$ cat config.mk
export PLATFORM = sky130hd
export DESIGN_NAME = ProgramCounter
export DESIGN_NICKNAME = d
export VERILOG_FILES = /design/src/source/fetchPkg.sv /design/src/source/ProgramCounter.sv
export SDC_FILE = /design/constraint.sdc
export NUM_CORES = 1
export LEC_CHECK = 0
export BUFFER_PORTS_ARGS = -buffer_cell sky130_fd_sc_hd__buf_2
export CAP_MARGIN = 20
export CELL_PAD_IN_SITES_DETAIL_PLACEMENT = 0
export CELL_PAD_IN_SITES_GLOBAL_PLACEMENT = 1
export CORE_MARGIN = 1.5
export CORE_UTILIZATION = 31
export DETAILED_ROUTE_END_ITERATION = 6
export PLACE_DENSITY = 0.8
export SETUP_SLACK_MARGIN = 0.5
export SLEW_MARGIN = 20
export SYNTH_ARGS = -nofsm -noshare
export SYNTH_HDL_FRONTEND = slang
export SYNTH_SLANG_ARGS = --single-unit
$ cat constraint.sdc
create_clock -name clk -period 2.4 [get_ports clk]
set_input_delay 0.6 -clock clk [delete_from_list [all_inputs] [get_ports clk]]
set_output_delay 0.6 -clock clk [all_outputs]
set_load 0.02 [all_outputs]
$ cat src/source/fetchPkg.sv
package fetchPkg;

    // R format: register operations
    typedef struct packed {
        logic [5:0] opcode;
        logic [4:0] rs;
        logic [4:0] rt;
        logic [4:0] rd;
        logic [4:0] shamt;
        logic [5:0] funct;
    } rFormat;

    // I format: immediates, loads, stores, branches
    typedef struct packed {
        logic [5:0]  opcode;
        logic [4:0]  rs;
        logic [4:0]  rt;
        logic [15:0] imm;
    } iFormat;

    // J format: j and jal
    typedef struct packed {
        logic [5:0]  opcode;
        logic [25:0] target;
    } jFormat;

    typedef union packed {
        rFormat rType;
        iFormat iType;
        jFormat jType;
    } instrWord;

    localparam logic [5:0] OP_J   = 6'd2;  // Jump
    localparam logic [5:0] OP_JAL = 6'd3;  // Jump and link, link written later

    localparam logic [1:0] CFG_CTRL  = 2'd0;  // Bit 0 run, bit 1 restart
    localparam logic [1:0] CFG_BOOT  = 2'd1;  // Restart address
    localparam logic [1:0] CFG_COUNT = 2'd2;  // Delivered instructions, read only

endpackage

$ cat src/source/ProgramCounter.sv
`timescale 1ns/1ns

module ProgramCounter (
    input  logic              clk,
    input  logic              rstN,
    input  logic              run,
    input  logic              restart,          // Load boot address
    input  logic [31:0]       bootPc,
    input  logic              stall,            // Hold request from decode
    input  logic              redirectValid,    // Branch or jr from later stage
    input  logic [31:0]       redirectPc,
    input  fetchPkg::instrWord fetchInstr,      // Word at current PC
    output logic [31:0]       pc,
    output logic [31:0]       pcPlus4
);

    import fetchPkg::*;

    logic        isJump;
    logic [31:0] jumpTarget;

    assign pcPlus4 = pc + 32'd4;

    // j and jal resolved here so no bubble follows them
    assign isJump = (fetchInstr.jType.opcode == OP_J)
                 || (fetchInstr.jType.opcode == OP_JAL);

    // Region of PC+4, then word target, then byte offset
    assign jumpTarget = {pcPlus4[31:28], fetchInstr.jType.target, 2'b00};

    always_ff @(posedge clk) begin
        if (!rstN) begin
            pc <= '0;
        end else if (restart) begin
            pc <= bootPc;
        end else if (redirectValid) begin
            pc <= redirectPc;                   // Wins over stall
        end else if (stall || !run) begin
            pc <= pc;
        end else if (isJump) begin
            pc <= jumpTarget;
        end else begin
            pc <= pcPlus4;                      // Sequential
        end
    end

endmodule

# Yosys cells after proc, flatten, opt, wreduce, memory -nomap -nowiden
# Cells that the tools add are included.
dict set report word_totals {
  regBits 32
  word_cells 12
  inputBits 102
  output_inout_bits 64
}
dict set report op_classes {
  eq_ne 3
  n_reduce_logical 3
  n_mux 4
  n_addsub 1
}
# cell count
set ops {}
lappend ops {{32-bit two-way mux} 3}
lappend ops {{32-bit by 3-bit adder with 32-bit output, second input constant} 1}
lappend ops {{28-bit two-way mux} 1}
lappend ops {{6-bit by 2-bit == test with 1-bit output, second input constant} 2}
lappend ops {{3-bit inequality test, second input constant} 1}
lappend ops {{1-bit logical OR} 2}
lappend ops {{1-bit logical NOT} 1}

# Logic depth before layout (Yosys ltp)
# Gate-level depths: netlist of the first run.
dict set report depth {
  ltp_word 6
  ltp_mapped 8
  depth_no_buf 6
}

# Least setup slack after synthesis of the first run
# Ideal clock, no wire load.
dict set report synth_timing {
  kind {reg-to-output}
  startpoint {register pc[5]}
  endpoint {output pcPlus4[30]}
  path_slack_ns -0.122
  arrival_ns 1.922
  n_path_buf 2
  path_stages_with_launch 8
  required_ns 1.800
  cell_sequence {dfxtp_1 > buf_2 > and4_4 > nand4_4 > buf_2 > nor3_2 > nand3_1 > xnor2_1}
}
dict set report synth_via {
  elab_chain_cells 1
}
# item line
set synth_lines {}
lappend synth_lines {{from (decl)} ProgramCounter.sv:13} ;# output logic [31:0] pc,
lappend synth_lines {{from (signal assigned)} ProgramCounter.sv:35} ;# pc <= bootPc;
lappend synth_lines {{from (signal assigned)} ProgramCounter.sv:37} ;# pc <= redirectPc;
lappend synth_lines {{from (signal assigned)} ProgramCounter.sv:39} ;# pc <= pc;
lappend synth_lines {{32-bit by 3-bit adder with 32-bit output} ProgramCounter.sv:22} ;# assign pcPlus4 = pc + 32'd4;
lappend synth_lines {{to (decl)} ProgramCounter.sv:14} ;# output logic [31:0] pcPlus4
# Every way passes these cells.

# Final worst setup path of the first run
dict set report layout_timing {
  startpoint {register pc[20]}
  endpoint {output pcPlus4[31]}
}
# Same word-level chain as after synthesis.

==> summary.md, run 1 <==
| Metric | Value |
|---|---|
| Static Leak | 2.64 nW |
| Peak supply drop | 205 uV |
| Root Buffer | clkbuf_8 |
| Slew margin rel. | 0.619 |
| Syn Inst Count | 393 |
| DIE WIDTH | 102 um |
| Drt drc | 0 |
| Reg2reg path depth | 13 |
| FF-to-FF setup slack | 0.40 ns |
| Clock power share | 0.250 |
| Largest net degree at the start of global routing | 21 |
| Pwr Total | 2.05 mW |
| Sw Pwr | 772 uW |
| Commonest non-fill, non-tap cells in the layout | buf_2, buf_4, buf_6 |
| CTS Buf Count | 5 |
| Crit Path Class | reg2out |
| Core ar. | 9330 um2 |
| Origin of the critical flop-to-flop path | pc[8] |
| Final WL | 14.3 mm |
| Nets | 744 |
| Sink Count | 32 |
| Critical path origin | pc[20] |
| Fraction of layout cells with a size suffix above 1 | 0.604 |
| Final Skew | 0.00906 ns |
| #FFs+latches synth | 32 |
| Endpoint class of the critical path | primary output |
| Number of port buffers | 164 |
| Yosys synthesis warning count | 0 |
| CTS HTree Levels | 2 |
| Critical-path maximum fanout | 6 |
| DP Wirelength | 10.5 mm |
| Final hold vios | 0 |
| Setup slack after layout | -0.0981 ns |
| Drt pass-1 iters | 5 |
| Initial Utilization | 0.324 |
| Combinational Power Share | 0.432 |
| Synth top area cells | dfxtp_1, o21ai_0, a21oi_1 |
| Ys async rst share | 0 |
| Failing checks | setup timing |
| Vias in the first global route | 4,174 |
| Synth cell types | 70 |
| Critical Path AT | 1.90 ns |
| Synth Cell Area | 3020 um2 |
| Sequential Power Share | 0.318 |
| Die area | 10,300 um2 |
| Post-synth top flop | dfxtp_1 |
| Net Sw Frac | 0.377 |
| RSZ-0062 raised after global routing | true |
| WL/cell | 18.6 um |
| EDFF count, synth | 0 |
| Worst EP required | 1.80 ns |
| Share of the synthesized area in the top cell type | 0.212 |
| ANT cells | 0 |
| GRT Max-Usage Layer | met2 |
| Setup TNS | -0.670 ns |
| Antenna-violating nets left | 0 |
| CTS tree | done |
| Met1 Track Usage GR | 0.338 |
| Synth-to-layout area growth | 85.7% |
| Latest clock arrival within the worst-skew pair | 0.30 ns |
| Iteration-0 DRC Markers | 229 |
| Max reg flops | 32 |
| Min-delay worst type | in2reg |
| First-pass GRT wire length | 21.6 mm |
| Int Power | 1.27 mW |
| Status | finished, violations left |
| GRT Resource Usage Total | 0.272 |
| Max Freq | 0.400 GHz |
| Initial antenna violation count | 0 |
| Synthesized area per cell | 7.68 um2 |
| Worst-path clk slew | 0.09 ns |
| Pwr dens | 365 nW/um2 |
| Routed vias | 4,305 |
| Die Span Y | 102 um |
| IO Pins | 166 |
| Cell count of the worst hold path | 3 |
| Max_cap viols | 0 |
| Leading cell type in the layout, fill and taps excluded | buf_2 |
| RD Place Congestion | 0.892 |
| Cell taking the most area after synthesis | dfxtp_1 |
| Gr ovfl total | 0 |
| Startpoint Class | register |
| Max Slew Vio Count | 0 |
| Top Registers | pc (32) |
| Met3 global-route usage | 0.0594 |
| Routing usage on met2 | 0.462 |
| RR Endpoint | pc[12] |
| Register name with the most flops | pc |
| Final period utilization | 1.04 |
| Final setup fails | 12 |
| Clock Path Buffers | 2 |
| Worst-Margin Slew | 0.571 ns |
| CP endpoint | pcPlus4[31] |
| Final non-filler cell total | 771 |
| Site Rows | 35 |
| Crit path time final | 2.50 ns |
| Drt via density | 5.58 |
| Dpl cells | 704 |
| Register area share after synthesis | 0.212 |
| Syn_nets | 496 |
[power by group through the flow]
stage,clock network (mW),registers (mW),logic (mW)
finish,0.511,0.651,0.884
global placement,0,0.657,0.715
CTS,0.505,0.648,0.823
detailed placement,0,0.663,0.720
global route,0.533,0.657,0.942
floorplan,0,0.710,0.392
[worst max-delay path: stages (launching register included)]
cell,delay [ns]
dfxtp_2,0.35
and4_4,0.27
buf_4,0.14
nand3_1,0.12
nor4_4,0.39
xor2_2,0.17
buf_4,0.16
[through the flow]
stage	area, um2	utilization	setup slack [ns]	hold WS (ns)
final	5610	0.601	-0.0981	0.558
after global routing	5610	0.601	-0.163	0.569
after CTS	5290	0.567	-0.103	0.556
after detailed placement	4580	0.491	0.145	0.543
after global placement	4580	0.491	0.174	0.530
after floorplan	3470	-	0.217	0.563
[Yosys cell counts, types with 3 or more instances]
| cell type | number |
|---|---|
| buf_4 | 4 |
| mux2i_1 | 3 |
| xor2_1 | 8 |
| nor4_1 | 3 |
| o211ai_1 | 3 |
| or2_1 | 5 |
| o22ai_1 | 6 |
| inv_1 | 9 |
| nand3_1 | 15 |
| nand4_1 | 11 |
| buf_2 | 9 |
| o211a_1 | 8 |
| nand2_1 | 29 |
| o21ai_0 | 34 |
| nor2_1 | 24 |
| nor2b_1 | 5 |
| o21ai_1 | 9 |
| a21oi_1 | 26 |
| buf_6 | 3 |
| xnor2_1 | 14 |
| a31oi_1 | 6 |
| clkbuf_1 | 13 |
| o31a_1 | 4 |
| nand2b_1 | 4 |
| o21a_1 | 5 |
| and4_1 | 3 |
| nor4_2 | 8 |
| o2111ai_1 | 4 |
| a21o_1 | 3 |
| and4_4 | 4 |
| dfxtp_1 | 32 |
| o22a_1 | 3 |
| and3_1 | 6 |
| o221ai_1 | 8 |
| or3_1 | 5 |
| nor3_1 | 7 |
| a221oi_1 | 5 |
[worst min-delay path by stage]
stage / slack (ns) / end / from
floorplan: 0.56 / pc[20] / pc[20]
global placement: 0.53 / pc[1] / pc[1]
detailed placement: 0.54 / pc[1] / pc[1]
CTS: 0.56 / pc[2] / bootPc[2]
global route: 0.57 / pc[2] / bootPc[2]
finish: 0.56 / pc[2] / bootPc[2]
[kinds of logic after synthesis]
kind of cell,synth area share
simple gates,0.301
compound gates,0.322
buf+inv,0.0796
flops,0.212
xor+xnor,0.0638
mux,0.0174
fa+ha+maj,0.00414
[area by class of cell]
| cell class | instances | area [um2] |
|---|---|---|
| Fill cell | 835 | 3720 |
| Clock inverter | 1 | 5.00 |
| Inverter | 10 | 37.5 |
| Multi-Input combinational cell | 318 | 2660 |
| Clock buffer | 7 | 97.6 |
| Sequential cell | 32 | 704 |
| Timing Repair Buffer | 274 | 1940 |
| Tap cell | 129 | 161 |
[metal layers]
metal  part of all wire  wire length (um)
met5                  0                 0
met4              0.024               341
met1               0.41              5830
met3              0.080              1150
met2               0.49              7030
[repair_timing]
item                                    4_1_cts  5_1_grt
endpoints found under the setup margin       28       30
endpoints found under the hold margin         0        0
gates resized for setup                      77       37
hold buffers                                  0        0
setup buffers                                36       23
pin swaps                                    42       21
(Power assumes the default switching activity.)
==> run 2, diff against run 1 <==
--- a/config.mk
+++ b/config.mk
@@ -13,6 +13,7 @@
 export CORE_UTILIZATION = 31
 export DETAILED_ROUTE_END_ITERATION = 6
 export PLACE_DENSITY = 0.8
+export RECOVER_POWER = 50
 export SETUP_SLACK_MARGIN = 0.5
 export SLEW_MARGIN = 20
 export SYNTH_ARGS = -nofsm -noshare
==> constraint.sdc (replaced) <==
create_clock -name clk -period 2.4 [get_ports clk]
set_input_delay 0.36 -clock clk [delete_from_list [all_inputs] [get_ports clk]]
set_output_delay 0.36 -clock clk [all_outputs]
set_load 0.02 [all_outputs]
==> run 2 against run 1 <==
Effect of this change: the flow now finishes without violations; wire length decreased by 3.6%; critical path depth unchanged; total power decreased by 9.2%; count of clock-buffer cells in the layout unchanged; final cell count decreased by 4.0%; critical path type unchanged; largest power group unchanged; highest routed layer unchanged.
==> summary.md, run 2 (synthesis results as in run 1) <==
| Metric | Value |
|---|---|
| WL/cell | 18.7 um (+0.43%) |
| Routed vias | 4,152 (-3.6%) |
| Drt via density | 5.61 (+0.49%) |
| Max Freq | 0.443 GHz (+11%) |
| Clock Path Buffers | 2 (unchanged) |
| Worst EP required | 2.04 ns (+0.24 ns) |
| Die area | 10,300 um2 (unchanged) |
| First-pass GRT wire length | 20.2 mm (-6.5%) |
| IO Pins | 166 (unchanged) |
| CP peak stage delay | 0.34 ns (-0.05 ns) |
| GRT Resource Usage Total | 0.252 (-0.0206) |
| Met3 global-route usage | 0.0414 (-0.0179) |
| ANT cells | 0 (unchanged) |
| Site Rows | 35 (unchanged) |
| Cts hold-fix bufs | 0 (unchanged) |
| Max_cap viols | 0 (unchanged) |
| Routing usage on met2 | 0.432 (-0.0297) |
| Final non-filler cell total | 740 (-4.0%) |
| RSZ-0062 raised after global routing | true |
| CTS HTree Levels | 2 (unchanged) |
| CP max-delay cell | dfxtp_2 |
| Peak supply drop | 223 uV (+8.9%) |
| Initial antenna violation count | 0 (unchanged) |
| Core ar. | 9330 um2 (unchanged) |
| Setup TNS | 0 ns (+0.670 ns) |
| Register name with the most flops | pc |
| Final hold vios | 0 (unchanged) |
| CTS Buf Count | 5 (unchanged) |
| Antenna-violating nets left | 0 (unchanged) |
| GRT Max-Usage Layer | met2 |
| Number of port buffers | 164 (unchanged) |
| Drt pass-1 iters | 5 (unchanged) |
| Synth-to-layout area growth | 70.1% |
| Endpoint class of the critical path | primary output |
| Worst-Margin Slew | 0.592 ns (+0.0217 ns) |
| Worst path cell trace | and4_4 -> nand4_4 -> buf_12 -> o31a_1 -> or2_4 -> buf_4 |
| RD Place Congestion | 0.926 (+3.9%) |
| Pwr Total | 1.86 mW (-9.2%) |
| Commonest non-fill, non-tap cells in the layout | buf_2, buf_4, o21ai_0 |
| Largest net degree at the start of global routing | 23 (+9.5%) |
| DIE WIDTH | 102 um (unchanged) |
| Iteration-0 DRC Markers | 160 (-30%) |
| Fraction of layout cells with a size suffix above 1 | 0.514 (-0.0904) |
| CTS tree | done |
| Fill cell count | 901 (+7.9%) |
| Crit path time final | 2.26 ns (-0.241 ns) |
| Max reg flops | 32 (unchanged) |
| Met1 Track Usage GR | 0.327 (-0.0109) |
| Critical-path maximum fanout | 5 (-1) |
| Slew margin rel. | 0.604 (-0.0151) |
| Worst-path clk slew | 0.08 ns (about the same) |
| Nets | 713 (-4.2%) |
| Core Util, Final | 0.551 (-0.0503) |
| Sink Count | 32 (unchanged) |
| Critical Path AT | 1.90 ns (about the same) |
| Status | finished clean |
| Drt drc | 0 (unchanged) |
| Pwr dens | 362 nW/um2 (-0.93%) |
| Area of the multi-input gates | 2570 um2 (-3.3%) |
| Crit Path Class | reg2out |
| Final setup fails | 0 (-12) |
| Latest clock arrival within the worst-skew pair | 0.28 ns (-0.02 ns) |
| Startpoint Class | register |
| Root Buffer | clkbuf_8 |
| Static Leak | 2.32 nW (-12%) |
| Max Slew Vio Count | 0 (unchanged) |
| Final Skew | 0.0113 ns (+0.00219 ns) |
| Vias in the first global route | 3,883 (-7.0%) |
| DP Wirelength | 9.83 mm (-6.5%) |
| Top Registers | pc (32) |
| Die Span Y | 102 um (unchanged) |
| Reg area | 722 um2 (+2.5%) |
| Leading cell type in the layout, fill and taps excluded | buf_2 |
| Gr ovfl total | 0 (unchanged) |
| Min-delay worst type | in2reg |
| Final WL | 13.8 mm (-3.6%) |
| Dpl cells | 675 (-4.1%) |
| Final period utilization | 0.940 (-0.101) |
| Initial Utilization | 0.324 (unchanged) |
-- run 2: changes by cell type in the layout (fill, tap and decap cells not counted), sizes merged --
cell	before	now
clkbuf	7	41
buf	274	208
nand3	16	17
-- run 2: path summary, 6_finish.rpt --
check                  from          end  slack (ns)  cells past startpoint
hold reg to reg      pc[20]       pc[20]        0.54                      1
setup reg to reg      pc[6]       pc[16]        0.51                      8
hold / removal    bootPc[2]        pc[2]        0.31                      3
setup / recovery     pc[13]  pcPlus4[23]        0.14                      6
-- run 2: worst max-delay path, delay by kind of cell (launching register included) --
family	cells	cell delay [ns]
compound gates	1	0.25
simple gates	3	0.68
flops	1	0.34
buf+inv	2	0.33
-- run 2: where the power goes --
| group | internal [mW] | switching (mW) | total, mW |
|---|---|---|---|
| combinational | 0.352 | 0.426 | 0.777 |
| sequential | 0.576 | 0.0770 | 0.653 |
| clock | 0.204 | 0.222 | 0.426 |
-- run 2: timing repair --
action,in CTS,in global routing
gates cloned,0,2
gates resized for setup,57,51
buffers inserted,36,19
endpoints found under the setup margin,25,28
pin swaps,23,39
-- run 2: layout make-up --
class	count	share of cell area
flip-flops and latches	32	0.141
clock inverters	1	0.000974
repair buffers	242	0.304
multi-input cells	319	0.501
clock buffers	7	0.0149
inverters	10	0.00731
well taps	129	0.0314
-- run 2: routing by layer --
layer  wire, um  share of wire
met5          0              0
met4        227          0.016
met3        935          0.068
met2       6800           0.49
met1       5860           0.42
-- run 2: per-stage QoR --
stage | worst slack (ns) | cell area (um2) | hold WS [ns]
4_1_cts | 0.123 | 4780 | 0.305
3_3_place_gp | 0.210 | 4190 | 0.500
5_1_grt | 0.0573 | 5140 | 0.319
3_5_place_dp | 0.199 | 4190 | 0.515
2_1_floorplan | 0.447 | 3300 | 0.505
6_report | 0.143 | 5140 | 0.309
