<file path="config.mk">
export PLATFORM = sky130hd
export DESIGN_NAME = FetchControl
export DESIGN_NICKNAME = d
export VERILOG_FILES = /design/src/source/fetchPkg.sv /design/src/source/FetchControl.sv
export SDC_FILE = /design/constraint.sdc
export NUM_CORES = 1
export LEC_CHECK = 0
export ABC_AREA = 1
export ABC_CLOCK_PERIOD_IN_PS = 2380
export BUFFER_PORTS_ARGS = -buffer_cell sky130_fd_sc_hd__buf_2
export CAP_MARGIN = 40
export CORE_AREA = 3 3 166 87
export CTS_CLUSTER_SIZE = 14
export DETAILED_ROUTE_END_ITERATION = 12
export DIE_AREA = 0 0 169 90
export PLACE_DENSITY_LB_ADDON = 0.25
export SLEW_MARGIN = 20
export SYNTH_ARGS = -nofsm -noshare
export SYNTH_HDL_FRONTEND = slang
export SYNTH_SLANG_ARGS = --single-unit
</file>
<file path="constraint.sdc">
create_clock -name clk -period 2.38 [get_ports clk]
set_clock_uncertainty 0.05 [all_clocks]
set_input_delay 0.119 -clock clk [delete_from_list [all_inputs] [get_ports clk]]
set_output_delay 0.119 -clock clk [all_outputs]
set_load 0.02 [all_outputs]
</file>
<file path="src/source/fetchPkg.sv">
package fetchPkg;

    // R format: register operations
    typedef struct packed {
        logic [5:0] opcode;
        logic [4:0] rs;
        logic [4:0] rt;
        logic [4:0] rd;
        logic [4:0] shamt;
        logic [5:0] funct;
    } rFormat;

    // I format: immediates, loads, stores, branches
    typedef struct packed {
        logic [5:0]  opcode;
        logic [4:0]  rs;
        logic [4:0]  rt;
        logic [15:0] imm;
    } iFormat;

    // J format: j and jal
    typedef struct packed {
        logic [5:0]  opcode;
        logic [25:0] target;
    } jFormat;

    typedef union packed {
        rFormat rType;
        iFormat iType;
        jFormat jType;
    } instrWord;

    localparam logic [5:0] OP_J   = 6'd2;  // Jump
    localparam logic [5:0] OP_JAL = 6'd3;  // Jump and link, link written later

    localparam logic [1:0] CFG_CTRL  = 2'd0;  // Bit 0 run, bit 1 restart
    localparam logic [1:0] CFG_BOOT  = 2'd1;  // Restart address
    localparam logic [1:0] CFG_COUNT = 2'd2;  // Delivered instructions, read only

endpackage

</file>
<file path="src/source/FetchControl.sv">
`timescale 1ns/1ns

module FetchControl (
    input  logic        clk,
    input  logic        rstN,
    input  logic        cfgWe,          // Register write strobe
    input  logic [1:0]  cfgAddr,
    input  logic [31:0] cfgWdata,
    output logic [31:0] cfgRdata,       // Combinational readback
    input  logic        idValid,        // From IF/ID
    input  logic        stall,
    output logic        run,
    output logic        restart,        // One cycle pulse
    output logic [31:0] bootPc
);

    import fetchPkg::*;

    logic        ctrlWrite;
    logic        bootWrite;
    logic [31:0] deliveredCount;        // Instructions accepted by decode

    assign ctrlWrite = cfgWe && (cfgAddr == CFG_CTRL);
    assign bootWrite = cfgWe && (cfgAddr == CFG_BOOT);

    always_ff @(posedge clk) begin
        if (!rstN) begin
            run            <= 1'b0;
            restart        <= 1'b0;
            bootPc         <= '0;
            deliveredCount <= '0;
        end else begin
            restart <= ctrlWrite && cfgWdata[1];    // Self clearing
            if (ctrlWrite) begin
                run <= cfgWdata[0];
            end
            if (bootWrite) begin
                bootPc <= cfgWdata;
            end
            // A word counts once decode takes it
            if (idValid && !stall) begin
                deliveredCount <= deliveredCount + 32'd1;
            end
        end
    end

    always_comb begin
        case (cfgAddr)
            CFG_CTRL:  cfgRdata = {30'd0, restart, run};
            CFG_BOOT:  cfgRdata = bootPc;
            CFG_COUNT: cfgRdata = deliveredCount;
            default:   cfgRdata = '0;                   // Unmapped
        endcase
    end

endmodule

</file>
## After elaboration in Yosys (flattened, before gate mapping)

Index checks and enable logic that the tools add are counted.

| operators by class | value |
|---|---|
| $add $sub $neg | 1 |
| equal/unequal tests | 2 |
| mux-type cells | 1 |
| reductions and logical operators | 6 |

Operators with widths:

| cell | number |
|---|---|
| $pmux 32 s3 | 1 |
| $add 32x1->32 const B | 1 |
| $logic_and 1x1->1 | 4 |
| $eq 2x1->1 const B | 1 |
| $eq 2x2->1 const B | 1 |
| $logic_not 2->1 | 1 |
| $logic_not 1->1 | 1 |

| storage, ports and cells | value |
|---|---|
| flip-flop bits (word level) | 66 |
| bits of input ports | 39 |
| output and inout port bits | 66 |

## Longest topological paths before layout

Gate-level depths: netlist of run 1.

| logic depth | value |
|---|---|
| word-level depth | 3 |
| depth in mapped cells | 9 |

## Worst setup path after synthesis of run 1

No wires, ideal clock.

| path | value |
|---|---|
| path type | register -> register |
| start | register deliveredCount[1] |
| end | register deliveredCount[14] |
| setup time | 0.116 ns |
| data arrival time | 1.263 ns |
| data required time | 2.214 ns |
| slack | 0.952 ns |
| cell stages (with the launch flop) | 9 |
| buffers on the path | 0 |
| period minus slack after synthesis | 1.428 ns |
| cell sequence | dfxtp_1 > ha_1 > nand3_2 > nor2_4 > nand3_4 > inv_1 > nand2_1 > o21ai_0 > nor2_1 |

| between the ends | value |
|---|---|
| longest elaborated chain between the ends | 1 |

RTL lines:

| element | line | text |
|---|---|---|
| start, declared | FetchControl.sv:21 | `logic [31:0] deliveredCount;` |
| start signal, assigned | FetchControl.sv:42 | `deliveredCount <= deliveredCount + 32'd1;` |
| $add 32x1->32 | FetchControl.sv:42 |  |

Every way passes these cells.
A chain may end at the register's enable or synchronous reset.

## Final worst setup path of run 1

| path | value |
|---|---|
| start | input port cfgAddr[0] |
| end | output port cfgRdata[0] |

| between the ends | value |
|---|---|
| longest elaborated chain between the ends | 2 |

RTL lines:

| element | line | text |
|---|---|---|
| start, declared | FetchControl.sv:7 | `input logic [1:0] cfgAddr,` |
| $eq 2x2->1, or another cell as far along | FetchControl.sv:48 | `case (cfgAddr)` |
| $pmux 32 s3 (*) | FetchControl.sv:48 |  |
| end, declared | FetchControl.sv:9 | `output logic [31:0] cfgRdata,` |

Mark *: on every way between the ends. The rest lies on a longest branch, timed or not.

==> results of run 1 <==
==> Yosys cell counts <==
library cell and count:
a21oi_1 51, buf_1 2, buf_2 1, buf_4 1, clkbuf_1 16, dfxtp_1 66, ha_1 1, inv_1 83
nand2_1 66, nand2_2 3, nand2_4 3, nand3_1 35, nand3_2 1, nand3_4 1, nand4_1 5, nor2_1 48
nor2_2 3, nor2_4 7, nor3_1 3, o211ai_1 1, o21ai_0 55, o21ai_1 1, o221ai_1 1, o22ai_1 22
xor2_1 1
==> flip-flops by register name (all words and copies together), names as in the netlist <==
| register | flops |
|---|---|
| bootPc | 32 |
| deliveredCount | 32 |
| restart | 1 |
| run | 1 |
==> final timing paths <==
check	startpoint	endpoint	slack [ps]	cells past startpoint
max reg2reg	deliveredCount[1]	deliveredCount[28]	740	9
min reg2reg	bootPc[20]	bootPc[20]	410	2
max	cfgAddr[0]	cfgRdata[0]	720	6
min	cfgWdata[20]	bootPc[20]	20	3
==> cells in the final DEF (no fill, tap or decap), drive strengths merged, types with 3 or more instances in the layout <==
master / n
buf: 110
inv: 83
nand2: 72
dfxtp: 66
nor2: 58
o21ai: 56
a21oi: 51
nand3: 37
o22ai: 22
clkbuf: 14
nand4: 5
nor3: 3
==> area by class of cell <==
| type | instances | area, um2 | share of cell area, % |
|---|---|---|---|
| multi-input cells | 308 | 1540 | 36.3 |
| flip-flops and latches | 66 | 1320 | 31.2 |
| repair buffers | 111 | 601 | 14.2 |
| inverters | 83 | 312 | 7.35 |
| clock buffers | 14 | 254 | 5.99 |
| well taps | 170 | 213 | 5.02 |
==> logic make-up (layout without fill, tap and decap cells) <==
kind of cell,Yosys count,after routing,synth area share [%]
flip-flops,66,66,40.6
buffers and inverters,103,208,12.0
adder cells (fa/ha/maj),1,1,0.385
AO/OA/AOI/OAI,131,131,21.2
AND/OR/NAND/NOR,175,175,25.4
XOR/XNOR,1,1,0.269
==> routing by layer <==
metal | share of wire, % | GRT usage [%] | vias to the layer above
li1 | - | - | 1759
met1 | 52 | 20.3 | 1542
met2 | 43 | 21.1 | 62
met3 | 4.1 | 3.29 | 8
met4 | 0.92 | 3.24 | 0
met5 | 0 | 0 | -
==> power groups by stage <==
stage | registers, W | logic, W | clock network (W)
floorplan | 0.00121 | 0.000120 | 0
global placement | 0.00118 | 0.000268 | 0
detailed placement | 0.00118 | 0.000270 | 0
CTS | 0.00115 | 0.000271 | 0.00121
global route | 0.00116 | 0.000297 | 0.00125
finish | 0.00115 | 0.000269 | 0.00118
==> what timing repair did <==
item / in CTS / in global routing
endpoints found under the setup margin: 0 / 0
hold buffers: 1 / 0
endpoints found under the hold margin: 1 / 0
==> per-stage QoR <==
stage,area [um2],total power (W)
after floorplan,3250,0.00133
after global placement,3980,0.00144
after detailed placement,3980,0.00145
after CTS,4240,0.00263
after global routing,4240,0.00271
final,4240,0.00260
==> critical path, cell delays in order <==
cell and delay (ps):
buf_2 110, inv_1 250, nand2_1 310, buf_4 300
o221ai_1 190, buf_2 190
==> impl_results.md, run 1 <==
* Global-route wire length before repair at around 17 mm
* Sequential share of power at 44.4%
* RSZ-0062 raised after global routing: false
* Synth Cell Area at about 0.0033 mm2
* Final worst setup slack at just over 700 ps
* Final Cycle Share at about 70%
* CP Data Arrival Time at between 1000 and 1500 ps
* Core area at roughly 0.013 mm2
* WL/cell at 14.1 um
* CTS tree: yes
* Cell taking the most area after synthesis: dfxtp_1
* Vias in the first global route at ~3300
* F_max at about 0.60 GHz
* Crit end category: primary output
* # DRC at 0
* Hold Worst Slack at 16.1 ps
* HPWL Detailed at between 8 and 9 mm
* Relative slew slack at roughly 54%
* Max-cap violations at 0
* GR Overflow Total at 0
* Synth top area cells: dfxtp_1 (41%), inv_1 (9.6%), o21ai_0 (8.5%)
* Fillers at roughly 1400
* Seq/Total Area, Yosys at between 40% and 50%
* Final Critical Period at about 1700 ps
* Layout cells sized above 1 at around a quarter
* Psw at about 0.00065 W
* Layout Cells excl Fill at between 700 and 800
* Final setup viols at 0
* Unique masters post-synth at 25
* CTS Buffer Depth at 2
* Full die area at ~0.015 mm2
* TritonCTS Sinks at 66
* Post-Route WL at approximately 11 mm
* Cells after Synth at roughly 480
* Final Util at around 33%
* #FFs+latches synth at 66
* GRT Resource Usage Total at around 14%
* Pwr/cell area at slightly above 600 mW/mm2
* Synth-to-Final Area Change at 30.4%
* Share of Yosys cell area claimed by the top area cell type at between 40 and 50%
* Die height at 90 um
* WS Path Type: in2out
* Inserted Clock Buffers at 9
* Crit Path Max Fanout at 15
* Crit start category: primary input
* Req. time, crit path at between 2000 and 2500 ps
* Initial antenna violation count at 0
* Setup bufs post-CTS at 0
* Syn_nets at just over 500
* PortBufs at 104
* Initial DRC count at 190
* Internal power at a little under 0.002 W
* Chip Width at 169 um
* Clock network fraction of total power at between 40% and 50%
* Worst-Skew Late Latency at approximately 330 ps
* Via count at approximately 3400
* Logic gate share of total power at a little over a tenth
* # rows at 29
* Pre-CTS WS at between 700 and 800 ps
* Antenna Cells at 0
* Placed insts at around 740
* Largest net degree at the start of global routing at 38
* Initial Util at 25.4%
* GP Congestion at between 0.8 and 0.9
* H-tree levels at 3
* Root buffer cell: clkbuf_16
* Final ANT Viol Nets at 0
* Via-per-instance ratio at about 4.5
* Min-Delay Path Class: in2reg
* Lkg Pwr at 1.83 nW
* Worst ir drop on vdd at around 0.28 mV
* Mean area per synthesized cell at ~6.8 um2
* Slew Viols, Final at 0
* Switching portion of total power at 24.8%
* Hold violation count in the final report at 0
* Fin Setup TNS at 0 ps
* Status: finished, final reports clean
* First-pass DRT Iterations at 4
* Clock-pin slew on the worst setup and hold paths at about 50 ps
* Post-layout net count at just over 600
* YS warnings at 0
* Post-CTS Resized at 0
* Worst Tran Pin Value at between 600 and 700 ps
* Top Ports at between 100 and 150
(Power assumes the default switching activity.)
==> run 2, diff against run 1 <==
--- a/config.mk
+++ b/config.mk
@@ -5,14 +5,14 @@
 export SDC_FILE = /design/constraint.sdc
 export NUM_CORES = 1
 export LEC_CHECK = 0
-export ABC_AREA = 1
-export ABC_CLOCK_PERIOD_IN_PS = 2380
+export ABC_AREA = 0
+export ABC_CLOCK_PERIOD_IN_PS = 1500
 export BUFFER_PORTS_ARGS = -buffer_cell sky130_fd_sc_hd__buf_2
 export CAP_MARGIN = 40
-export CORE_AREA = 3 3 166 87
+export CORE_AREA = 3 3 159 84
 export CTS_CLUSTER_SIZE = 14
 export DETAILED_ROUTE_END_ITERATION = 12
-export DIE_AREA = 0 0 169 90
+export DIE_AREA = 0 0 162 87
 export PLACE_DENSITY_LB_ADDON = 0.25
 export SLEW_MARGIN = 20
 export SYNTH_ARGS = -nofsm -noshare
==> constraint.sdc (replaced) <==
create_clock -name clk -period 1.5 [get_ports clk]
set_clock_uncertainty 0.05 [all_clocks]
set_input_delay 0.075 -clock clk [delete_from_list [all_inputs] [get_ports clk]]
set_output_delay 0.075 -clock clk [all_outputs]
set_load 0.02 [all_outputs]
==> impl_results.md, run 2 <==
* GR Overflow Total at 0 (unchanged)
* Req. time, crit path at 1710 ps (-500 ps)
* Antenna Cells at 0 (unchanged)
* # rows at 28 (-3.4%)
* Slew Viols, Final at 0 (unchanged)
* First-pass DRT Iterations at 4 (unchanged)
* Post-synth EDFFs at 0 (unchanged)
* Inserted Clock Buffers at 9 (unchanged)
* Top Ports at 105 (unchanged)
* Final setup viols at 21 (+21)
* Layout cells sized above 1 at 39.1% (+15 points)
* Root buffer cell: clkbuf_16
* HPWL Detailed at 7.29 mm (-11%)
* Post-Route WL at 10.6 mm (+0.32%)
* Logic gate share of total power at 9.6% (-0.8 points)
* PortBufs at 104 (unchanged)
* GRT Resource Usage Total at 14.7% (+0.71 points)
* Initial Util at 25.3% (-0.10 points)
* Core area at 0.0118 mm2 (-7.6%)
* Largest regs: bootPc x32, deliveredCount x32
* Failing checks: negative setup slack
* Chip Width at 162 um (-4.1%)
* Synth top area cells: dfxtp_1 (44%), nand2_1 (9.8%), a22o_1 (8.8%)
* Initial antenna violation count at 0 (unchanged)
* Cell taking the most area after synthesis: dfxtp_1
* Status: finished with violations
* Lkg Pwr at 2.13 nW (+16%)
* H-tree levels at 3 (unchanged)
* Hold violation count in the final report at 0 (unchanged)
* Initial DRC count at 188 (-1.1%)
* Synth Cell Area at 0.00299 mm2 (-7.9%)
* Worst ir drop on vdd at 0.503 mV (+83%)
* Post-layout net count at 588 (-5.0%)
* GP Congestion at 0.791 (-5.6%)
* Die height at 87 um (-3.3%)
* Seq/Total Area, Yosys at 44.1% (+3.5 points)
* Final Critical Period at between 1500 and 2000 ps
* WS Path Type: reg2reg
* CP Data Arrival Time at 2120 ps (+630 ps)
* Vias in the first global route at 3218 (-1.8%)
* Sequential share of power at 42.3% (-2.1 points)
* Synth-to-Final Area Change at 66.6%
* Pre-CTS WS at -410 ps (-1140 ps)
* CTS tree: yes
* F_max at 0.524 GHz
* Min-Delay Path Class: in2reg
* Unique masters post-synth at 33 (+32%)
* Commonest non-fill, non-tap cell in the layout: buf_2
* Global-route wire length before repair at 16.4 mm (-4.3%)
* Commonest non-fill, non-tap cells in the layout: buf_2 (104), nand2_1 (78), dfxtp_1 (56)
* Psw at 0.00105 W (+62%)
* Mean area per synthesized cell at 8.20 um2 (+20%)
* Internal power at 0.00324 W (+66%)
* Synth Flop Type: dfxtp_1
* Worst Tran Pin Value at 421 ps (-264 ps)
* Full die area at 0.0141 mm2 (-7.3%)
* Via-per-instance ratio at 4.69 (+4.5%)
* Syn_nets at 405 (-22%)
* Crit start category: flip-flop
* YS warnings at 0 (unchanged)
* Largest net degree at the start of global routing at 34 (-11%)
* TritonCTS Sinks at 66 (unchanged)
* Asr flop ratio synth at 0% (unchanged)
* Switching portion of total power at 24.4% (-0.44 points)
* Final ANT Viol Nets at 0 (unchanged)
* Via count at 3364 (-0.21%)
* RSZ-0062 raised after global routing: true
* Fin Setup TNS at -6610 ps (-6610 ps)
* Max-cap violations at 0 (unchanged)
* Synth cell count leaders: nand2_1 (78), dfxtp_1 (66), a21oi_1 (50)
* Cells after Synth at 365 (-23%)
* Clock network fraction of total power at 48.1% (+2.9 points)
* Pwr/cell area at 860 mW/mm2 (+40%)
* Final Cycle Share at 127%
* Crit Path Max Fanout at 7 (-8)
* Crit end category: flip-flop
* #FFs+latches synth at 66 (unchanged)
* WL/cell at 14.8 um (+5.1%)
* Relative slew slack at 71.9% (+18 points)
* Share of Yosys cell area claimed by the top area cell type at 44.1% (+3.5 points)
* # DRC at 0 (unchanged)
* Most frequent cell after synthesis: nand2_1
* CTS Buffer Depth at 2 (unchanged)
* Clock-pin slew on the worst setup and hold paths at 50 ps (about the same)
* Final worst setup slack at -408 ps (-1130 ps)
* Worst-Skew Late Latency at 330 ps (about the same)
[run 2: cell count changes after synthesis, moves of 12 or more]
cell     delta
or4_1      +12
nor2_1     -35
o21ai_0    -44
nand2_1    +12
nand3_1    -26
inv_1      -81
a22o_1     +30
o22ai_1    -22
[run 2: metrics by stage]
step                      cell area, um2  hold slack, ps  std cells  total power, W  utilization, %
after global routing                4980             121        718         0.00446            42.1
after CTS                           4870             102        716         0.00432            41.1
after floorplan                     3050             161        365         0.00202               -
after detailed placement            4100             273        659         0.00219            34.6
after global placement              4100             269        659         0.00219            34.6
final                               4980             114        718         0.00429            42.1
[run 2: timing repair]
item / 4_1_cts / 5_1_grt
setup buffers: 7 / 1
gates cloned: 1 / 1
gates resized for setup: 12 / 23
setup endpoints to repair: 22 / 26
hold buffers: 33 / 0
pin swaps: 3 / 9
endpoints found under the hold margin: 36 / 0
[run 2: power groups by stage]
stage | Clock [W] | Combinational, W | Sequential, W
floorplan | 0 | 0.000136 | 0.00188
global placement | 0 | 0.000338 | 0.00185
detailed placement | 0 | 0.000339 | 0.00185
CTS | 0.00210 | 0.000412 | 0.00181
global route | 0.00219 | 0.000451 | 0.00182
finish | 0.00206 | 0.000412 | 0.00181
[run 2: kinds of logic (layout without fill, tap and decap cells)]
family | count (synthesis) | after routing | synth area share [%]
AND/OR/NAND/NOR | 153 | 154 | 25.4
multiplexers | 6 | 6 | 2.01
AO/OA/AOI/OAI | 100 | 100 | 21.2
flip-flops | 66 | 66 | 44.1
XOR/XNOR | 11 | 11 | 3.22
adder cells (fa/ha/maj) | 1 | 1 | 0.418
buffers and inverters | 28 | 215 | 3.60
[run 2: cell type report]
class	instances	area, um2
repair buffers	196	1410
fillers	1211	6860
well taps	165	206
clock inverters	5	36.3
inverters	3	11.3
multi-input cells	272	1720
flip-flops and latches	66	1340
clock buffers	11	264
[run 2: path summary, 6_finish.rpt]
| path | start | endpoint | slack (ps) | cells after the start |
|---|---|---|---|---|
| hold reg to reg | bootPc[11] | bootPc[11] | 420 | 2 |
| setup reg to reg | deliveredCount[7] | deliveredCount[21] | -410 | 5 |
| setup / recovery | deliveredCount[7] | deliveredCount[21] | -410 | 5 |
| hold / removal | stall | deliveredCount[0] | 110 | 4 |
[run 2: per-layer routing]
layer | vias to the layer above | part of all wire (%) | global-route usage (%)
li1 | 1689 | - | -
met1 | 1594 | 46 | 18.5
met2 | 67 | 48 | 25.3
met3 | 14 | 3.8 | 3.94
met4 | 0 | 1.3 | 3.95
met5 | - | 0 | 0
[run 2: worst max-delay path: stages, from the launching register on]
cell and delay, ps:
dfxtp_2 330, nand4_1 140, buf_4 190, or4_4 580, or4_4 440, a21oi_2 120
