### src/source/fetchPkg.sv
package fetchPkg;

    // R format: register operations
    typedef struct packed {
        logic [5:0] opcode;
        logic [4:0] rs;
        logic [4:0] rt;
        logic [4:0] rd;
        logic [4:0] shamt;
        logic [5:0] funct;
    } rFormat;

    // I format: immediates, loads, stores, branches
    typedef struct packed {
        logic [5:0]  opcode;
        logic [4:0]  rs;
        logic [4:0]  rt;
        logic [15:0] imm;
    } iFormat;

    // J format: j and jal
    typedef struct packed {
        logic [5:0]  opcode;
        logic [25:0] target;
    } jFormat;

    typedef union packed {
        rFormat rType;
        iFormat iType;
        jFormat jType;
    } instrWord;

    localparam logic [5:0] OP_J   = 6'd2;  // Jump
    localparam logic [5:0] OP_JAL = 6'd3;  // Jump and link, link written later

    localparam logic [1:0] CFG_CTRL  = 2'd0;  // Bit 0 run, bit 1 restart
    localparam logic [1:0] CFG_BOOT  = 2'd1;  // Restart address
    localparam logic [1:0] CFG_COUNT = 2'd2;  // Delivered instructions, read only

endpackage

### src/source/FetchDecodeReg.sv
`timescale 1ns/1ns

module FetchDecodeReg (
    input  logic               clk,
    input  logic               rstN,
    input  logic               run,
    input  logic               restart,
    input  logic               stall,
    input  logic               redirectValid,
    input  fetchPkg::instrWord fetchInstr,
    input  logic [31:0]        pcPlus4,
    output fetchPkg::instrWord idInstr,
    output logic [31:0]        idPcPlus4,      // Link value for jal
    output logic               idValid
);

    import fetchPkg::*;

    instrWord captureInstr;

    assign captureInstr = fetchInstr;

    always_ff @(posedge clk) begin
        if (!rstN) begin
            idValid <= 1'b0;
        end else if (restart || redirectValid) begin
            idValid <= 1'b0;                        // Bubble, old path dropped
        end else if (stall) begin
            idValid <= idValid;                     // Decode not ready
        end else begin
            idValid <= run;                         // Nothing fetched when idle
        end
    end

    // Payload follows the fetch whenever decode moves
    always_ff @(posedge clk) begin
        if (!stall) begin
            idInstr   <= captureInstr;
            idPcPlus4 <= pcPlus4;
        end
    end

endmodule

### config.mk
export PLATFORM = sky130hd
export DESIGN_NAME = FetchDecodeReg
export DESIGN_NICKNAME = d
export VERILOG_FILES = /design/src/source/fetchPkg.sv /design/src/source/FetchDecodeReg.sv
export SDC_FILE = /design/constraint.sdc
export NUM_CORES = 1
export LEC_CHECK = 0
export BUFFER_PORTS_ARGS = -buffer_cell sky130_fd_sc_hd__buf_2
export CAP_MARGIN = 20
export CORE_ASPECT_RATIO = 0.9
export CORE_MARGIN = 4
export CORE_UTILIZATION = 36
export CTS_BUF_LIST = sky130_fd_sc_hd__clkbuf_16
export DETAILED_ROUTE_END_ITERATION = 16
export PLACE_DENSITY_LB_ADDON = 0.3
export SLEW_MARGIN = 20
export SYNTH_ARGS = -nofsm -noshare
export SYNTH_HDL_FRONTEND = slang
export SYNTH_SLANG_ARGS = --single-unit
### constraint.sdc
create_clock -name clk -period 1.8 [get_ports clk]
set_input_delay 0.27 -clock clk [delete_from_list [all_inputs] [get_ports clk]]
set_output_delay 0.27 -clock clk [all_outputs]
set_load 0.01 [all_outputs]
After elaboration in Yosys (flattened, before gate mapping)

Index checks and enable logic that the tools add are counted.

Bitwise gates (word level): 1
Reduce and logical (&&, ||, !) cells: 2

Operators by type and width:

| cell             | count |
|---|---|
| $reduce_or 2->1  | 1 |
| $logic_or 1x1->1 | 1 |
| $not 1->1        | 1 |

Flip-flop bits (word level): 65
Input bits: 70
Output and inout port bits: 65
Word-level logic and storage cells: 6

Logic depth before layout (Yosys ltp)

Gate-level depths: netlist of run 1.

Depth in word-level cells: 2
Gate-level depth with buffers: 2
Gate-level depth less buffers: 2

Least setup slack after synthesis of run 1

OpenSTA, ideal clock, no wires.

Path kind: input to register
From: in stall
To: reg idInstr[0] in the netlist's numbering (enable)
Setup time: 418 ps
Arrival: 1512 ps
Data required time: 1382 ps
Path slack: -130 ps
Stages on the path: 1
Buffers on the path: 0
Cells stage by stage: inv_1

RTL lines:

| element              | RTL line             | RTL |
|---|---|---|
| from (decl)          | FetchDecodeReg.sv:8  | `input logic stall,` |
| to (signal assigned) | FetchDecodeReg.sv:38 | `idInstr <= captureInstr;` |
| to (decl)            | FetchDecodeReg.sv:12 | `output fetchPkg::instrWord idInstr,` |

No word-level cell between the ends.

Worst setup path in the final report of run 1

From: reg idInstr[20] in the netlist's numbering
To: out idInstr[20] in the netlist's numbering

No word-level cell between the ends.

==> results of run 1 <==
[through the flow]
| stage | power (mW) | util, % | hold WS (ps) |
|---|---|---|---|
| global route | 3.84 | 57.1 | 115 |
| floorplan | 1.95 | - | 341 |
| detailed placement | 2.14 | 51.9 | 442 |
| CTS | 3.74 | 57.1 | 111 |
| finish | 3.68 | 57.1 | 122 |
| global placement | 2.13 | 51.9 | 442 |
[how the worst max path moves through the flow]
stage               slack [ps]  cells after the start             to
finish                     690                      1    idInstr[20]
global route               650                      1   idPcPlus4[4]
global placement           620                      3  idPcPlus4[19]
CTS                        670                      1    idInstr[20]
floorplan                  260                      1     idInstr[0]
detailed placement         590                      3  idPcPlus4[13]
[logic make-up (layout without fill, tap and decap cells)]
family                 after synthesis  in the layout  synth area share (%)
buffers and inverters                1            151                 0.190
DFF                                 65             65                  98.5
muxes                                1              1                 0.508
and+or+nand+nor                      1              1                 0.762
[per-layer routing]
layer	wire (um)	global-route usage [%]
met3	703	7.87
met5	0	0
met1	1680	14.7
met2	1550	15.0
met4	42	5.22
[layout make-up]
class,instances,area [um^2]
clock buffers,9,225
clock inverters,5,48.8
fillers,435,2270
inverters,1,7.51
multi-input cells,2,25.0
flip-flops and latches,65,1940
well taps,67,83.8
repair buffers,136,686
[where the power goes]
group	internal [mW]	switching (mW)
combinational	0.130	0.151
sequential	1.80	0.0263
clock	1.04	0.532
total	2.97	0.709
[cells in the final DEF (no fill, tap or decap)]
cell type | netlist | routed
buf_4 | 0 | 2
clkbuf_16 | 0 | 9
bufinv_16 | 0 | 1
clkinvlp_4 | 0 | 1
mux2i_1 | 1 | 1
edfxtp_1 | 64 | 64
dfxtp_1 | 1 | 1
buf_2 | 0 | 134
nor4b_2 | 1 | 1
clkinv_2 | 0 | 3
clkinv_1 | 0 | 1
[registers in the layout, indices dropped and copies added (netlist names)]
| register | flops |
|---|---|
| idPcPlus4 | 32 |
| idValid | 1 |
| idInstr | 32 |
==> summary.txt, run 1 <==
Clock tree
  – # hold bufs at CTS: 0
  – PostCTS Resize Cnt: 0
  – CTS tree: done
  – CTS root buf: clkbuf_16
  – CTS Buf Count: 9
  – Post-CTS Setup Bufs: 0
  – Clk buf depth: 2
  – CTS Sinks: 65
  – Insertion delay to the later sink of the worst-skew pair: 310 ps
  – Worst-path clk slew: 50 ps
  – Number of H-tree branching levels: 3

Placement
  – Cells after DPL: 271
  – GPL Wtd Cong: 0.688
  – Port bufs: 134
  – Pre-CTS setup slack: 592 ps
  – Dpl hpwl: 2.98 mm
  – Placed Instance Area: 0.00274 mm^2

STA
  – Final min period: 1110 ps
  – Final hold violations: 0
  – Pins Over Slew Limit: 0
  – Fin Setup TNS: 0 ps
  – Tightest Pin Transition: 419 ps
  – Setup-failing EPs final: 0
  – Setup WS post-layout: 692 ps
  – Clock Skew: 0 ps
  – Max Clk Rate: 903 MHz
  – Unrepaired setup endpoints after global routing: false
  – Worst slew margin: 72.1%
  – Tcrit/Tclk final: 61.5%

Synth
  – Synth area leader: edfxtp_1
  – Synth cell types: 5
  – Mapped Nets: 138
  – Yosys warning count: 0
  – Top post-synthesis cells by count: edfxtp_1 (64), dfxtp_1 (1), inv_1 (1), mux2i_1 (1), nor4b_2 (1)
  – Post-synth EDFFs: 64
  – Post-synth top area share: 97.5%
  – Syn Inst Count: 68
  – Asr flop ratio synth: 0%
  – Most common flop cell mapped by yosys: edfxtp_1
  – Most numerous cell in the Yosys netlist: edfxtp_1
  – Synth Register Bits: 65
  – Post-Syn Area per Cell: 29.0 um^2
  – Ranking of synthesized cells by area: edfxtp_1 (98%), dfxtp_1 (1.0%), nor4b_2 (0.76%)
  – Seq/Total Area, Yosys: 98.5%
  – Post-Syn Area: 0.00197 mm^2

Run status
  – Status: completed

Drt
  – Routed vias/inst: 4.15
  – # DRC: 0
  – Pre-antenna DRT Iters: 4
  – Wire per inst: 14.0 um
  – DR vias: 1183
  – Number of DRC markers in iteration 0: 55
  – DRT antenna net count: 0
  – WL final: 3.98 mm

Setup path
  – R2R Path End: idValid
  – CP Capture Type: output port
  – Crit start category: flip-flop
  – Worst R2R Path Depth: 2
  – Required @ worst endpoint: 1530 ps
  – WP data arrival: 840 ps
  – Critical path class: reg2out
  – R2r setup slk: 1120 ps
  – Crit-path leading delay family: flip-flops
  – Max stage delay on crit path: 380 ps
  – Worst Setup SP: idInstr[20]
  – R2r startpoint: idValid
  – Sum of buffers and inverters on the critical path: 1
  – Crit-path cells: buf_2
  – Critical Path Fanout Max: 1
  – CP max-delay cell: edfxtp_1

Die
  – Ports: 135
  – Total core area: 0.00529 mm^2
  – Core Rows: 25
  – Initial core utilization: 37.3%
  – Die ar.: 0.00672 mm^2
  – DIE HEIGHT: 78.2 um
  – Die X: 86.0 um

Finish
  – Finished Layout Cells: 285
  – Antenna cells: 0
  – Layout cells sized above 1: 69.3%
  – Design area: 0.00302 mm^2
  – Layout area overhead: 53.1%
  – Fin nets: 285

GRT
  – Initial antenna violation count: 0
  – Global-route wire length before repair: 5.59 mm
  – Largest net degree at the start of global routing: 35
  – Total gr overflow: 0
  – GRT Overall Usage: 11.6%
  – Vias in the first global route: 1110

Job
  – Max Cap Violations: 0

Hold path
  – Hold Crit Start: redirectValid
  – Hold depth: 2
  – Worst min-delay path category: in2reg
  – Hold path endpoint: idValid

Pwr
  – Power per cell area: 1220 mW/mm^2
  – Maximum vdd drop: 0.805 mV
  – Lkg Pwr: 1.32 nW
Power figures use the tool's default switching activity.
==> run 2, diff against run 1 <==
==> constraint.sdc (replaced) <==
create_clock -name clk -period 0.95 [get_ports clk]
set_input_delay 0.1425 -clock clk [delete_from_list [all_inputs] [get_ports clk]]
set_output_delay 0.1425 -clock clk [all_outputs]
set_load 0.01 [all_outputs]
==> run 2 against run 1 <==
Compared with the run above:
- combinational power is 140% higher
- setup slack got worse by 710 ps
- global-route usage grew 1.7 points
- the run now ends with negative setup slack left
- utilization up 6.3 points
- routed wire length rose by 13%
- via count is 11% higher
- largest cell class unchanged
- first-iteration DRC count shrank 29%
- clock skew is the same
- worst hold slack worse by 110 ps
==> summary.txt, run 2 (same netlist as run 1, synthesis figures left out) <==
Drt
  – WL final: 4.50 mm (was 3.98 mm)
  – # DRC: 0 (unchanged)
  – Pre-antenna DRT Iters: 3 (was 4)
  – DR vias: 1316 (was 1183)
  – Number of DRC markers in iteration 0: 39 (was 55)
  – Routed vias/inst: 4.15 (about the same)
  – Wire per inst: 14.2 um (was 14.0 um)
  – DRT antenna net count: 0 (unchanged)

Die
  – Total core area: 0.00529 mm^2 (unchanged)
  – Die X: 86.0 um (unchanged)
  – Initial core utilization: 37.3% (unchanged)
  – Ports: 135 (unchanged)
  – Die ar.: 0.00672 mm^2 (unchanged)
  – DIE HEIGHT: 78.2 um (unchanged)
  – Core Rows: 25 (unchanged)

Clock tree
  – Post-CTS Setup Bufs: 0 (unchanged)
  – Worst-path clk slew: 50 ps (about the same)
  – Clk buf depth: 2 (unchanged)
  – CTS tree: done (unchanged)
  – CTS Buf Count: 9 (unchanged)
  – PostCTS Resize Cnt: 0 (unchanged)
  – CTS root buf: clkbuf_16 (unchanged)
  – Insertion delay to the later sink of the worst-skew pair: 300 ps (was 310 ps)
  – Number of H-tree branching levels: 3 (unchanged)
  – CTS Sinks: 65 (unchanged)

STA
  – Setup-failing EPs final: 23 (was 0)
  – Tightest Pin Transition: 245 ps (was 419 ps)
  – Pins Over Slew Limit: 0 (unchanged)
  – Setup WS post-layout: -21.3 ps (was 692 ps)
  – Max Clk Rate: 1030 MHz
  – Clock Skew: 0 ps (unchanged)
  – Tcrit/Tclk final: 102%
  – Final hold violations: 0 (unchanged)
  – Final min period: 971 ps
  – Worst slew margin: 83.6% (was 72.1%)
  – Fin Setup TNS: -212 ps (was 0 ps)
  – Unrepaired setup endpoints after global routing: true (was false)

Run status
  – Failing checks: negative setup slack
  – Status: finished, violations left (was completed)

Setup path
  – Required @ worst endpoint: 810 ps (was 1530 ps)
  – R2r setup slk: 180 ps (was 1120 ps)
  – Crit-path leading delay family: flip-flops (unchanged)
  – CP Capture Type: output port (unchanged)
  – Critical path class: reg2out (unchanged)
  – Worst R2R Path Depth: 2 (unchanged)
  – Worst Setup SP: idPcPlus4[27] (was idInstr[20])
  – CP Depth: 1 (unchanged)
  – Crit start category: flip-flop (unchanged)
  – CP max-delay cell: edfxtp_1 (unchanged)
  – Sum of buffers and inverters on the critical path: 1 (unchanged)
  – Critical Path Fanout Max: 1 (unchanged)
  – Crit path to: idPcPlus4[27] (was idInstr[20])
  – WP data arrival: 830 ps (was 840 ps)
  – R2R Path End: idValid (unchanged)
  – R2r startpoint: idValid (unchanged)
  – Max stage delay on crit path: 370 ps (was 380 ps)
  – Crit-path cells: buf_2 (unchanged)

Pwr
  – Lkg Pwr: 1.46 nW (was 1.32 nW)
  – Power per cell area: 2020 mW/mm^2 (was 1220 mW/mm^2)
  – P_int: 5.44 mW (was 2.97 mW)
  – Total power: 6.76 mW (was 3.68 mW)
  – Flop pwr share: 51.1% (was 49.6%)
  – Combinational group share of total power: 9.8% (was 7.6%)
  – Sw Share: 19.6% (was 19.3%)
  – Sw Pwr: 1.33 mW (was 0.709 mW)
  – Clock power share: 39.1% (was 42.8%)
  – Maximum vdd drop: 1.10 mV (was 0.805 mV)

Finish
  – Top flop regs: idInstr x32, idPcPlus4 x32, idValid x1 (unchanged)
  – Commonest non-fill, non-tap cells in the layout: buf_2 (134), edfxtp_1 (64), dlygate4sd3_1 (32) (was buf_2 (134), edfxtp_1 (64), clkbuf_16 (9))
  – Layout cells sized above 1: 59.6% (was 69.3%)
  – Layout area overhead: 70.0% (was 53.1%)
  – Final core utilization: 63.4% (was 57.1%)
  – Antenna cells: 0 (unchanged)
  – Commonest non-fill, non-tap cell in the layout: buf_2 (unchanged)
  – Fin nets: 318 (was 285)

GRT
  – GRT Overall Usage: 13.3% (was 11.6%)
  – Largest net degree at the start of global routing: 26 (was 35)
  – Vias in the first global route: 1323 (was 1110)
  – Total gr overflow: 0 (unchanged)
  – Global-route wire length before repair: 6.51 mm (was 5.59 mm)
  – Initial antenna violation count: 0 (unchanged)

Hold path
  – Worst min-delay path category: in2reg (unchanged)

Job
  – Max Cap Violations: 0 (unchanged)

Placement
  – Port bufs: 134 (unchanged)
  – GPL Wtd Cong: 0.667 (was 0.688)
==> run 2: stage by stage <==
step           worst slack (ps)  instances  hold slack [ps]  instance area (um^2)
2_1_floorplan              -466         68              214                  1970
5_1_grt                   -64.3        317            0.253                  3350
3_5_place_dp               33.5        272              318                  2790
6_report                  -21.3        317             9.39                  3350
3_3_place_gp               35.1        272              316                  2790
4_1_cts                   -44.9        304           0.0991                  3220
==> run 2: cell type report <==
class / instances / area [um^2]
Fill cell: 413 / 1940
Sequential cell: 65 / 1940
Inverter: 1 / 7.51
Tap cell: 67 / 83.8
Clock inverter: 4 / 16.3
Multi-Input combinational cell: 2 / 25.0
Clock buffer: 9 / 225
Timing Repair Buffer: 169 / 1050
==> run 2: how the worst min path moves through the flow <==
| stage | slack [ps] | to | start | depth (start not counted) |
|---|---|---|---|---|
| detailed placement | 320 | idValid | redirectValid | 2 |
| floorplan | 210 | idValid | redirectValid | 1 |
| finish | 9 | idPcPlus4[25] | pcPlus4[25] | 1 |
| CTS | 0.1 | idPcPlus4[18] | pcPlus4[18] | 1 |
| global route | 0.3 | idPcPlus4[3] | pcPlus4[3] | 1 |
| global placement | 320 | idValid | redirectValid | 2 |
==> run 2: per-layer routing <==
metal	vias up	part of all wire (%)	global-route usage (%)
met5	-	0	0
met4	0	1.4	6.65
met3	6	15	6.30
met2	98	44	19.7
met1	578	40	16.2
li1	634	-	-
==> run 2: repair_timing <==
action / CTS / global route
hold endpoints to repair: 18 / 13
setup endpoints to repair: 53 / 64
pin swaps: 0 / 0
hold buffers: 19 / 13
==> run 2: power groups by stage <==
stage	Sequential (mW)	Clock, mW	Combinational, mW
2_1_floorplan	3.64	0	0.0425
3_3_place_gp	3.51	0	0.564
3_5_place_dp	3.51	0	0.572
4_1_cts	3.46	2.71	0.631
5_1_grt	3.47	2.89	0.721
6_report	3.45	2.64	0.665
==> run 3, diff against run 2 <==
--- a/config.mk
+++ b/config.mk
@@ -7,9 +7,11 @@
 export LEC_CHECK = 0
 export BUFFER_PORTS_ARGS = -buffer_cell sky130_fd_sc_hd__buf_2
 export CAP_MARGIN = 20
+export CELL_PAD_IN_SITES_DETAIL_PLACEMENT = 1
+export CELL_PAD_IN_SITES_GLOBAL_PLACEMENT = 1
 export CORE_ASPECT_RATIO = 0.9
 export CORE_MARGIN = 4
-export CORE_UTILIZATION = 36
+export CORE_UTILIZATION = 29
 export CTS_BUF_LIST = sky130_fd_sc_hd__clkbuf_16
 export DETAILED_ROUTE_END_ITERATION = 16
 export PLACE_DENSITY_LB_ADDON = 0.3
==> run 3 against run 2 <==
Compared with the run above:
- the flow still finishes with violations (negative setup slack)
- via count up 14%
- sequential share of layout area down 6.6 points
- count of clock-buffer cells in the layout unchanged
- clock power up 41%
- power up 18%
- utilization down 5.9 points
- first-iteration DRC count up 7.7%
- sequential power about the same
- global-route usage up 2.0 points
- cell area up 13%
- register-to-register slack better by 50 ps
- critical path type unchanged
- largest cell class unchanged
==> summary.txt, run 3 (same netlist as run 1, synthesis figures left out) <==
STA
  – Tcrit/Tclk final: 107% (was 102%)
  – Unrepaired setup endpoints after global routing: true (unchanged)
  – Setup WS post-layout: -67.6 ps (was -21.3 ps)
  – Setup-failing EPs final: 64 (was 23)
  – Clock Skew: 0 ps (unchanged)
  – Pins Over Slew Limit: 0 (unchanged)
  – Worst slew margin: 88.1% (was 83.6%)
  – Max Clk Rate: 983 MHz (was 1030 MHz)
  – Final min period: 1020 ps (was 971 ps)
  – Hold slack: 15.7 ps (was 9.39 ps)
  – Final hold violations: 0 (unchanged)
  – Tightest Pin Transition: 173 ps (was 245 ps)

Clock tree
  – Post-CTS Setup Bufs: 0 (unchanged)
  – Clk buf depth: 2 (unchanged)
  – Number of H-tree branching levels: 3 (unchanged)
  – Worst-path clk slew: 50 ps (about the same)
  – CTS Sinks: 65 (unchanged)
  – CTS root buf: clkbuf_16 (unchanged)
  – CTS Buf Count: 9 (unchanged)
  – CTS tree: done (unchanged)
  – Insertion delay to the later sink of the worst-skew pair: 320 ps (was 300 ps)

GRT
  – Largest net degree at the start of global routing: 29 (was 26)
  – Vias in the first global route: 1683 (was 1323)
  – Total gr overflow: 0 (unchanged)
  – GRT Overall Usage: 15.2% (was 13.3%)
  – Global-route wire length before repair: 8.89 mm (was 6.51 mm)
  – Initial antenna violation count: 0 (unchanged)

Setup path
  – CP Depth: 1 (unchanged)
  – Crit-path leading delay family: flip-flops (unchanged)
  – R2R Path End: idValid (unchanged)
  – Sum of buffers and inverters on the critical path: 1 (unchanged)
  – Worst R2R Path Depth: 2 (unchanged)
  – Crit start category: flip-flop (unchanged)
  – WP data arrival: 880 ps (was 830 ps)
  – Crit path to: idInstr[27] (was idPcPlus4[27])
  – R2r startpoint: idValid (unchanged)
  – Required @ worst endpoint: 810 ps (about the same)
  – Critical path class: reg2out (unchanged)
  – Worst Setup SP: idInstr[27] (was idPcPlus4[27])
  – CP Capture Type: output port (unchanged)
  – Max stage delay on crit path: 400 ps (was 370 ps)
  – R2r setup slk: 230 ps (was 180 ps)
  – Critical Path Fanout Max: 1 (unchanged)
  – Crit-path cells: buf_2 (unchanged)
  – CP max-delay cell: edfxtp_1 (unchanged)

Finish
  – Top flop regs: idInstr x32, idPcPlus4 x32, idValid x1 (unchanged)
  – Layout area overhead: 92.0% (was 70.0%)
  – Commonest non-fill, non-tap cells in the layout: buf_2 (132), edfxtp_1 (64), dlygate4sd3_1 (62) (was buf_2 (134), edfxtp_1 (64), dlygate4sd3_1 (32))
  – Commonest non-fill, non-tap cell in the layout: buf_2 (unchanged)
  – Fin nets: 348 (was 318)
  – Antenna cells: 0 (unchanged)
  – Finished Layout Cells: 373 (was 317)
  – Layout cells sized above 1: 55.1% (was 59.6%)
  – # fillers: 653 (was 413)
  – Area taken by multi-input logic gates: 25.0 um^2 (unchanged)
  – Sequential cell area: 0.00194 mm^2 (about the same)

Die
  – Core Rows: 28 (was 25)
  – Die X: 94.9 um (was 86.0 um)
  – Ports: 135 (unchanged)
  – Total core area: 0.00659 mm^2 (was 0.00529 mm^2)
  – Initial core utilization: 29.9% (was 37.3%)
  – Die ar.: 0.00818 mm^2 (was 0.00672 mm^2)
  – DIE HEIGHT: 86.2 um (was 78.2 um)

Drt
  – DRT antenna net count: 0 (unchanged)
  – Number of DRC markers in iteration 0: 42 (was 39)
  – WL final: 6.03 mm (was 4.50 mm)
  – Pre-antenna DRT Iters: 3 (unchanged)
  – # DRC: 0 (unchanged)
  – Wire per inst: 16.2 um (was 14.2 um)
  – DR vias: 1494 (was 1316)
  – Routed vias/inst: 4.01 (was 4.15)

Run status
  – Failing checks: negative setup slack (unchanged)
  – Status: finished, violations left (unchanged)

Pwr
  – Sw Pwr: 1.57 mW (was 1.33 mW)
  – Lkg Pwr: 1.62 nW (was 1.46 nW)
  – Sw Share: 19.7% (was 19.6%)
  – Maximum vdd drop: 1.39 mV (was 1.10 mV)
  – Total power: 7.96 mW (was 6.76 mW)
  – Clock power share: 46.8% (was 39.1%)
  – P_int: 6.39 mW (was 5.44 mW)
  – Flop pwr share: 43.4% (was 51.1%)
  – Power per cell area: 2100 mW/mm^2 (was 2020 mW/mm^2)
  – Combinational group share of total power: 9.8% (about the same)

Placement
  – Cells after DPL: 295 (was 272)
  – Port bufs: 134 (unchanged)
  – GPL Wtd Cong: 0.649 (was 0.667)

Hold path
  – Worst min-delay path category: in2reg (unchanged)

Job
  – Max Cap Violations: 0 (unchanged)
-- run 3: cell types whose count changed in the layout (fill, tap and decap cells not counted), sizes merged --
cell and change:
bufinv +3, clkinvlp +2, dlygate4sd3 +30, inv -2
-- run 3: worst min path at each step --
stage,start,endpoint,slack [ps],cells after the start
after floorplan,redirectValid,idValid,210,1
after global placement,redirectValid,idValid,310,2
after detailed placement,redirectValid,idValid,320,2
after CTS,fetchInstr[21],idInstr[21],0.9,1
after global routing,fetchInstr[20],idInstr[20],2,1
final,fetchInstr[20],idInstr[20],20,1
-- run 3: what timing repair did --
item / CTS / global route
hold buffers: 60 / 2
gates cloned: 0 / 0
endpoints found under the setup margin: 65 / 65
gates resized for setup: 1 / 2
endpoints found under the hold margin: 59 / 2
-- run 3: power by group through the flow --
stage	Sequential, mW	Combinational (mW)	Clock [mW]
3_5_place_dp	3.51	0.572	0
4_1_cts	3.46	0.766	3.80
3_3_place_gp	3.50	0.562	0
5_1_grt	3.48	0.844	3.95
2_1_floorplan	3.64	0.0425	0
6_report	3.46	0.781	3.72
-- run 3: routing by layer --
layer	vias to the layer above	global-route usage (%)	wire, um
met4	0	7.86	91
met2	103	26.6	2970
met1	686	15.4	2220
met3	9	6.68	738
li1	696	-	-
met5	-	0	0
-- run 3: cell type report --
| cell class | count | share of cell area (%) |
|---|---|---|
| flip-flops and latches | 65 | 51.4 |
| repair buffers | 199 | 35.7 |
| clock buffers | 9 | 5.95 |
| clock inverters | 7 | 3.14 |
| well taps | 90 | 2.98 |
| multi-input cells | 2 | 0.661 |
| inverters | 1 | 0.198 |
-- run 3: stage by stage --
step                      util, %  area (um^2)  TNS (ps)  setup slack [ps]
final                        57.4         3780     -1280             -67.6
after global routing         57.4         3780     -3760             -96.4
after CTS                    57.0         3750     -2070             -63.5
after detailed placement     42.6         2810         0              38.2
after global placement       42.6         2810         0              50.6
after floorplan                 -         1970    -29820              -466
